File: src/bridgePkg.sv
`default_nettype none

package bridgePkg;

	localparam int addrWidth = 32;
	localparam int dataWidth = 32;
	localparam int numSlaves = 3;
	localparam int bankWords = 16;
	localparam int wordIdxWidth = $clog2(bankWords);

	typedef logic [addrWidth-1:0] addr_t;
	typedef logic [dataWidth-1:0] data_t;
	typedef logic [numSlaves-1:0] sel_t;

	localparam addr_t slave0Base = 32'h8000_0000;   // each peripheral owns a 64 MB window.
	localparam addr_t slave1Base = 32'h8400_0000;
	localparam addr_t slave2Base = 32'h8800_0000;
	localparam addr_t mapEnd = 32'h8C00_0000;       // first address past the map.

	localparam logic [1:0] htransIdle = 2'b00;
	localparam logic [1:0] htransBusy = 2'b01;
	localparam logic [1:0] htransNonseq = 2'b10;
	localparam logic [1:0] htransSeq = 2'b11;
	localparam logic [1:0] hrespOkay = 2'b00;

	typedef enum logic [2:0] {
		stIdle = 3'b000,
		stWwait = 3'b001,
		stRead = 3'b010,
		stWrite = 3'b011,
		stWriteP = 3'b100,
		stRenable = 3'b101,
		stWenable = 3'b110,
		stWenableP = 3'b111
	} apbState_t;

	// one-hot peripheral select, zero outside the map.
	function automatic sel_t selDecode(input addr_t addr);
		sel_t sel;
		sel = '0;
		if (addr >= slave0Base && addr < slave1Base)
			sel[0] = 1'b1;
		else if (addr >= slave1Base && addr < slave2Base)
			sel[1] = 1'b1;
		else if (addr >= slave2Base && addr < mapEnd)
			sel[2] = 1'b1;
		return sel;
	endfunction

endpackage

`default_nettype wire
File: src/ahbApbSystem.sv
`timescale 1ns/1ps
`default_nettype none

module ahbApbSystem (
	input  logic             Hclk,
	input  logic             Hresetn,
	input  logic             Hwrite,
	input  logic             Hreadyin,
	input  logic [1:0]       Htrans,
	input  bridgePkg::addr_t Haddr,
	input  bridgePkg::data_t Hwdata,
	output logic             Hreadyout,
	output bridgePkg::data_t Hrdata,
	output logic [1:0]       Hresp,
	output bridgePkg::addr_t Paddr,
	output bridgePkg::data_t Pwdata,
	output logic             Pwrite,
	output bridgePkg::sel_t  Pselx,
	output logic             Penable
);
	import bridgePkg::*;

	logic valid;
	logic Hwritereg;
	addr_t Haddr1;
	addr_t Haddr2;
	data_t Hwdata1;
	data_t Hwdata2;
	data_t Prdata;
	sel_t tempselx;

	ahbSlaveIf ahbSlave (
		.Hclk(Hclk),
		.Hresetn(Hresetn),
		.Hwrite(Hwrite),
		.Hreadyin(Hreadyin),
		.Htrans(Htrans),
		.Haddr(Haddr),
		.Hwdata(Hwdata),
		.Prdata(Prdata),
		.valid(valid),
		.Hwritereg(Hwritereg),
		.Haddr1(Haddr1),
		.Haddr2(Haddr2),
		.Hwdata1(Hwdata1),
		.Hwdata2(Hwdata2),
		.tempselx(tempselx),
		.Hrdata(Hrdata),
		.Hresp(Hresp)
	);

	apbFsmController apbFsm (
		.Hclk(Hclk),
		.Hresetn(Hresetn),
		.valid(valid),
		.Hwrite(Hwrite),
		.Hwritereg(Hwritereg),
		.Haddr(Haddr),
		.Haddr1(Haddr1),
		.Haddr2(Haddr2),
		.Hwdata(Hwdata),
		.Hwdata1(Hwdata1),
		.Hwdata2(Hwdata2),
		.Prdata(Prdata),
		.tempselx(tempselx),
		.Pwrite(Pwrite),
		.Penable(Penable),
		.Hreadyout(Hreadyout),
		.Pselx(Pselx),
		.Paddr(Paddr),
		.Pwdata(Pwdata)
	);

	apbRegBank regBank (
		.Hclk(Hclk),
		.Hresetn(Hresetn),
		.Pwrite(Pwrite),
		.Penable(Penable),
		.Pselx(Pselx),
		.Paddr(Paddr),
		.Pwdata(Pwdata),
		.Prdata(Prdata)
	);

endmodule

`default_nettype wire

File: src/apbRegBank.sv
`timescale 1ns/1ps
`default_nettype none

module apbRegBank (
	input  logic             Hclk,
	input  logic             Hresetn,
	input  logic             Pwrite,
	input  logic             Penable,
	input  bridgePkg::sel_t  Pselx,
	input  bridgePkg::addr_t Paddr,
	input  bridgePkg::data_t Pwdata,
	output bridgePkg::data_t Prdata
);
	import bridgePkg::*;

	data_t regs [numSlaves][bankWords];
	logic [wordIdxWidth-1:0] wordIdx;

	assign wordIdx = Paddr[2 +: wordIdxWidth];   // word addressing, byte lanes ignored.

	// ----------------------------------------
	// write at the access cycle
	// ----------------------------------------

	always_ff @(posedge Hclk)
	begin
		if (!Hresetn)
		begin
			for (int s = 0; s < numSlaves; s++)
			begin
				for (int w = 0; w < bankWords; w++)
					regs[s][w] <= '0;
			end
		end
		else if (Penable && Pwrite)
		begin
			for (int s = 0; s < numSlaves; s++)
			begin
				if (Pselx[s])
					regs[s][wordIdx] <= Pwdata;
			end
		end
	end

	// ----------------------------------------
	// read mux
	// ----------------------------------------

	always_comb
	begin
		Prdata = '0;
		for (int s = 0; s < numSlaves; s++)
		begin
			if (Pselx[s])
				Prdata = regs[s][wordIdx];   // Pselx is one-hot, so at most one hit.
		end
	end

endmodule

`default_nettype wire

File: src/apbFsmController.sv
`timescale 1ns/1ps
`default_nettype none

module apbFsmController (
	input  logic             Hclk,
	input  logic             Hresetn,
	input  logic             valid,
	input  logic             Hwrite,
	input  logic             Hwritereg,
	input  bridgePkg::addr_t Haddr,
	input  bridgePkg::addr_t Haddr1,
	input  bridgePkg::addr_t Haddr2,
	input  bridgePkg::data_t Hwdata,
	input  bridgePkg::data_t Hwdata1,
	input  bridgePkg::data_t Hwdata2,
	input  bridgePkg::data_t Prdata,
	input  bridgePkg::sel_t  tempselx,
	output logic             Pwrite,
	output logic             Penable,
	output logic             Hreadyout,
	output bridgePkg::sel_t  Pselx,
	output bridgePkg::addr_t Paddr,
	output bridgePkg::data_t Pwdata
);
	import bridgePkg::*;

	apbState_t state;
	apbState_t nextState;
	logic pwriteNext;
	logic penableNext;
	logic hreadyoutNext;
	sel_t pselxNext;
	addr_t paddrNext;
	data_t pwdataNext;

	// ----------------------------------------
	// state sequencing
	// ----------------------------------------

	always_ff @(posedge Hclk)
	begin
		if (!Hresetn)
			state <= stIdle;
		else
			state <= nextState;
	end

	always_comb
	begin
		case (state)
			stIdle, stRenable, stWenable:
				if (valid && Hwrite)
					nextState = stWwait;
				else if (valid)
					nextState = stRead;
				else
					nextState = stIdle;
			stWwait:
				nextState = valid ? stWriteP : stWrite;
			stRead:
				nextState = stRenable;
			stWrite:
				nextState = valid ? stWenableP : stWenable;
			stWriteP:
				nextState = stWenableP;
			stWenableP:
				if (Hwritereg)
					nextState = valid ? stWriteP : stWrite;
				else
					nextState = stRead;   // the transfer queued behind the write is a read.
			default:
				nextState = stIdle;
		endcase
	end

	// ----------------------------------------
	// registered APB and ready outputs
	// ----------------------------------------

	always_comb
	begin
		pselxNext = '0;
		penableNext = 1'b0;
		hreadyoutNext = 1'b1;
		pwriteNext = Pwrite;
		paddrNext = Paddr;
		pwdataNext = Pwdata;
		case (state)
			stIdle, stRenable, stWenable:
			begin
				if (valid && !Hwrite)
				begin
					paddrNext = Haddr;   // read setup straight from the address phase.
					pwriteNext = 1'b0;
					pselxNext = tempselx;
					hreadyoutNext = 1'b0;
				end
			end
			stWwait:
			begin
				paddrNext = Haddr1;
				pwdataNext = Hwdata;   // write data is on the bus this cycle.
				pwriteNext = 1'b1;
				pselxNext = selDecode(Haddr1);
				hreadyoutNext = 1'b0;
			end
			stRead:
			begin
				pselxNext = Pselx;
				penableNext = 1'b1;
			end
			stWrite:
			begin
				paddrNext = Haddr1;
				pwdataNext = Hwdata1;
				pselxNext = Pselx;
				penableNext = 1'b1;
			end
			stWriteP:
			begin
				paddrNext = Haddr2;   // the newer transfer already sits in Haddr1.
				pwdataNext = Hwdata2;
				pselxNext = Pselx;
				penableNext = 1'b1;
				hreadyoutNext = Hwritereg;   // a queued read holds the master off.
			end
			stWenableP:
			begin
				paddrNext = Haddr1;
				pwdataNext = Hwdata;
				pwriteNext = Hwritereg;
				pselxNext = selDecode(Haddr1);
				hreadyoutNext = 1'b0;
			end
			default:
				hreadyoutNext = 1'b1;
		endcase
	end

	always_ff @(posedge Hclk)
	begin
		if (!Hresetn)
		begin
			Paddr <= '0;
			Pwdata <= '0;
			Pwrite <= 1'b0;
			Pselx <= '0;
			Penable <= 1'b0;
			Hreadyout <= 1'b0;
		end
		else
		begin
			Paddr <= paddrNext;
			Pwdata <= pwdataNext;
			Pwrite <= pwriteNext;
			Pselx <= pselxNext;
			Penable <= penableNext;
			Hreadyout <= hreadyoutNext;
		end
	end

endmodule

`default_nettype wire

File: src/ahbSlaveIf.sv
`timescale 1ns/1ps
`default_nettype none

module ahbSlaveIf (
	input  logic             Hclk,
	input  logic             Hresetn,
	input  logic             Hwrite,
	input  logic             Hreadyin,
	input  logic [1:0]       Htrans,
	input  bridgePkg::addr_t Haddr,
	input  bridgePkg::data_t Hwdata,
	input  bridgePkg::data_t Prdata,
	output logic             valid,
	output logic             Hwritereg,
	output bridgePkg::addr_t Haddr1,
	output bridgePkg::addr_t Haddr2,
	output bridgePkg::data_t Hwdata1,
	output bridgePkg::data_t Hwdata2,
	output bridgePkg::sel_t  tempselx,
	output bridgePkg::data_t Hrdata,
	output logic [1:0]       Hresp
);
	import bridgePkg::*;

	logic activeTrans;

	// ----------------------------------------
	// address phase decode
	// ----------------------------------------

	assign activeTrans = (Htrans == htransNonseq) || (Htrans == htransSeq);
	assign tempselx = selDecode(Haddr);
	assign valid = Hreadyin && activeTrans && (tempselx != '0);   // busy and idle are dropped here.

	always_ff @(posedge Hclk)
	begin
		if (!Hresetn)
			Hwritereg <= 1'b0;
		else if (valid)
			Hwritereg <= Hwrite;   // direction of the newest accepted transfer.
	end

	// ----------------------------------------
	// address and write data pipelines
	// ----------------------------------------

	always_ff @(posedge Hclk)
	begin
		if (valid)
		begin
			Haddr1 <= Haddr;
			Haddr2 <= Haddr1;
		end
	end

	// write data lands one cycle after its address, so a new accept means
	// the bus holds the data of the transfer now moving to Haddr2.
	always_ff @(posedge Hclk)
	begin
		if (valid)
			Hwdata2 <= Hwdata;
		else if (Hreadyin)
			Hwdata1 <= Hwdata;   // data phase closes with no new transfer behind it.
	end

	// ----------------------------------------
	// response path
	// ----------------------------------------

	assign Hrdata = Prdata;   // read data is sampled by the master while Penable is high.
	assign Hresp = hrespOkay;

endmodule

`default_nettype wire

File: config.mk
export PLATFORM = sky130hd
export DESIGN_NAME = ahbApbSystem
export DESIGN_NICKNAME = d
export VERILOG_FILES = /design/src/bridgePkg.sv /design/src/ahbApbSystem.sv /design/src/apbRegBank.sv /design/src/apbFsmController.sv /design/src/ahbSlaveIf.sv
export SDC_FILE = /design/constraint.sdc
export NUM_CORES = 2
export LEC_CHECK = 0
export BUFFER_PORTS_ARGS = -buffer_cell sky130_fd_sc_hd__buf_2
export CORE_MARGIN = 5
export CORE_UTILIZATION = 55
export DETAILED_ROUTE_END_ITERATION = 10
export PLACE_DENSITY = 0.71
export RECOVER_POWER = 25
export SLEW_MARGIN = 25
export SYNTH_ARGS = -nofsm -noshare
export SYNTH_HDL_FRONTEND = slang
export SYNTH_SLANG_ARGS = --single-unit
File: constraint.sdc
create_clock -name Hclk -period 4.65 [get_ports Hclk]
set_input_delay 0.2325 -clock Hclk [delete_from_list [all_inputs] [get_ports Hclk]]
set_output_delay 0.2325 -clock Hclk [all_outputs]
set_load 0.01 [all_outputs]
==> flow_summary.json <==
{
  "clockBufferDepth": 3,
  "synth_warnings": 0,
  "holdWs_ps": 146.2,
  "r2r_slack_ps": 60,
  "cts_htree_levels": 4,
  "p_leak_nw": 29.33,
  "hold_class": "in2reg",
  "io_buffers": 170,
  "setup_violations": 0,
  "synth_edf_count": 1664,
  "cp-startpoint": "apbFsm.Paddr[3]$_SDFFE_PN0P_",
  "finalWirelength_mm": 218.9,
  "multi_input_area_um2": 24310,
  "viasPerCell": 6.462,
  "violations": "capacitance limit, slew limit",
  "dieArea_um2": 149800,
  "worstSetupStartpointType": "flop",
  "drc": 0,
  "status": "finished, violations left",
  "synthCells": 5358,
  "via_count": 48150,
  "drive_gt1_share_pct": 15.61,
  "start_util_pct": 55.30,
  "irDropWorstVdd_v": 0.0005059,
  "max_stage_delay_ps": 1170,
  "ys_ff_latch": 1738,
  "die_h_um": 387.1,
  "grt_pass1_vias": 47320,
  "grt_max_degree": 134,
  "path_max_fanout": 32,
  "required_ps": 5140,
  "path_clk_slew_ps": 60,
  "final_hold_viol_count": 0,
  "crit_path_end": "regBank.regs[0][145]$_SDFFCE_PN0P_",
  "crit_top_cell": "buf_12",
  "die_x_um": 387.1,
  "synth_cell_types": 62,
  "cts_buffers": 179,
  "rr_worst_depth": 5,
  "synth_area_um2": 78200,
  "hp-start": "Haddr[16]",
  "r2r-end": "regBank.regs[0][145]$_SDFFCE_PN0P_",
  "max_slew.worst_pin.slew_ps": 2884,
  "final_nets": 5476,
  "yosysSeqAreaShare_pct": 65.79,
  "cts-root-buf": "clkbuf_16",
  "reg2reg_from": "apbFsm.Paddr[3]$_SDFFE_PN0P_",
  "core_area_um2": 141400,
  "antenna_found_initial": 17,
  "synth_top_area_cell": "edfxtp_1",
  "post-route-period-util_pct": 98.66,
  "place_congestion": 0.8743,
  "wire_per_inst_um": 29.38,
  "clock_sinks": 1738,
  "fmax_mhz": 218.0,
  "drv_slew": 1300,
  "syn_to_final_growth_pct": 11.78,
  "synth_ff_type": "edfxtp_1",
  "endpoint_kind": "flop",
  "synth_common_cells": "edfxtp_1 (1664), and2_1 (1000), clkbuf_1 (436)",
  "cts_tree": "yes",
  "grt.total_usage_pct": 28.66,
  "path_cells": "buf_12, clkbuf_1, nand3_1, o21ai_4, buf_12",
  "ant_nets": 0,
  "cp.arrival_ps": 5080,
  "cellPowerDensity_nw_per_um2": 525.3,
  "async_flop_share_pct": 0,
  "critical-path-slowest-cell": "nand3_1",
  "seqCellArea_um2": 51470,
  "yosysMostFrequentCell": "edfxtp_1",
  "maxCapViolations": 26,
  "skew_ps": 39.79,
  "setup_tns_ps": 0,
  "grt_pass1_wl_mm": 319.2,
  "num_rows": 138,
  "max-slew-margin-rel_pct": -92.23,
  "dpl.hpwl_mm": 132.8,
  "clock_latency_ps": 810,
  "overflow": 0,
  "synth_top_area_share_pct": 63.90,
  "path_class": "reg2reg",
  "fillers": 10390,
  "first_pass_iters": 5,
  "grt_setup_unrepaired": "no",
  "min_period_ps": 4588,
  "ioPinCount": 174,
  "first_iter_violations": 6372,
  "avgSynthCellArea_um2": 14.60,
  "ys_top_cells_by_area": "edfxtp_1 (64%), and2_1 (8.0%), mux4_2 (6.7%)"
}
[worst max-delay path: cells and delay by family (launching register included)]
kind | cells | cell delay (ps)
flip-flops | 1 | 640
AO/OA/AOI/OAI | 1 | 990
AND/OR/NAND/NOR | 1 | 1170
buffers and inverters | 3 | 1380
[final cells by class]
type | instances | share of cell area, %
antenna | 8 | 0.02290
inverter | 44 | 0.1961
tap | 1890 | 2.705
clock inverter | 77 | 0.7600
clock buffer | 251 | 5.584
multi-input combinational | 2963 | 27.81
timing repair buffer | 480 | 4.039
sequential | 1738 | 58.88
[cell families after synthesis]
family / synth area share (%)
mux: 11.91
simple gates: 13.78
xor+xnor: 0.01120
buf+inv: 3.688
flops: 65.79
other cells: 0.004795
compound gates: 4.813
[through the flow]
stage | instances | setup slack [ps] | area, µm² | util, % | power (mW)
after floorplan | 5359 | 396.3 | 78210 | - | 27.26
after global placement | 7046 | 896.9 | 81570 | 57.69 | 32.17
after detailed placement | 7046 | 936.9 | 81590 | 57.69 | 32.36
after CTS | 7442 | 80.66 | 87810 | 62.10 | 45.95
after global routing | 7443 | 32.63 | 87400 | 61.80 | 47.37
final | 7451 | 62.16 | 87420 | 61.82 | 45.92
[repair_timing]
action | in CTS | in global routing
hold buffers | 68 | 0
gates resized for setup | 0 | 0
setup buffers | 0 | 0
hold endpoints to repair | 163 | 0
[placed cells by master (no fill, tap or decap), types with 12 or more instances in the layout]
| cell | instances |
|---|---|
| edfxtp_1 | 1664 |
| and2_1 | 927 |
| nor3_1 | 408 |
| mux2i_1 | 319 |
| mux4_2 | 231 |
| clkbuf_1 | 189 |
| clkbuf_16 | 180 |
| buf_4 | 172 |
| a22oi_1 | 170 |
| nor4_1 | 144 |
| nand3_1 | 80 |
| and2_0 | 72 |
| dlygate4sd3_1 | 68 |
| buf_2 | 66 |
| clkinv_1 | 64 |
| dfxtp_1 | 64 |
| nor2_1 | 62 |
| o21ai_0 | 53 |
| nand2_1 | 50 |
| a32oi_1 | 43 |
| buf_12 | 34 |
| a22o_1 | 33 |
| a221oi_1 | 31 |
| nand3b_1 | 30 |
| o21ai_4 | 29 |
| o31ai_1 | 28 |
| o211a_1 | 28 |
| mux4_1 | 26 |
| a21oi_1 | 25 |
| clkinv_2 | 22 |
| o22ai_1 | 20 |
| mux2_2 | 20 |
| o221ai_1 | 20 |
| nand2b_1 | 15 |
| nor2_2 | 15 |
| a21boi_0 | 15 |
| nand2b_2 | 12 |
[per-layer routing]
layer / routed length [µm] / global-route usage (%)
met1: 82590 / 39.63
met2: 101900 / 44.39
met3: 23610 / 6.321
met4: 10830 / 12.35
met5: 33 / 0
[registers in the layout (all words and copies together) (netlist names)]
signal,flops
regBank.regs,1536
ahbSlave.Haddr1,32
ahbSlave.Haddr2,32
ahbSlave.Hwdata1,32
ahbSlave.Hwdata2,32
apbFsm.Paddr,32
apbFsm.Pwdata,32
apbFsm.Pselx,3
apbFsm.state,3
ahbSlave.Hwritereg,1
apbFsm.Hreadyout,1
apbFsm.Penable,1
apbFsm.Pwrite,1
[worst min path at each step]
stage	cells past startpoint	end	slack (ps)
2_1_floorplan	0	ahbSlave.Haddr1[0]$_DFFE_PN_	330
3_3_place_gp	0	ahbSlave.Haddr2[23]$_DFFE_PN_	420
3_5_place_dp	0	ahbSlave.Haddr2[16]$_DFFE_PN_	420
4_1_cts	2	ahbSlave.Haddr1[30]$_DFFE_PN_	90
5_1_grt	2	ahbSlave.Haddr1[18]$_DFFE_PN_	130
6_report	2	ahbSlave.Haddr1[16]$_DFFE_PN_	150
[report_power, final]
group	switching, mW	total (mW)	internal [mW]
sequential	1.21	19.0	17.8
combinational	8.58	13.2	4.58
clock	6.03	13.7	7.68
total	15.8	45.9	30.1
Power figures use the tool's default switching activity.
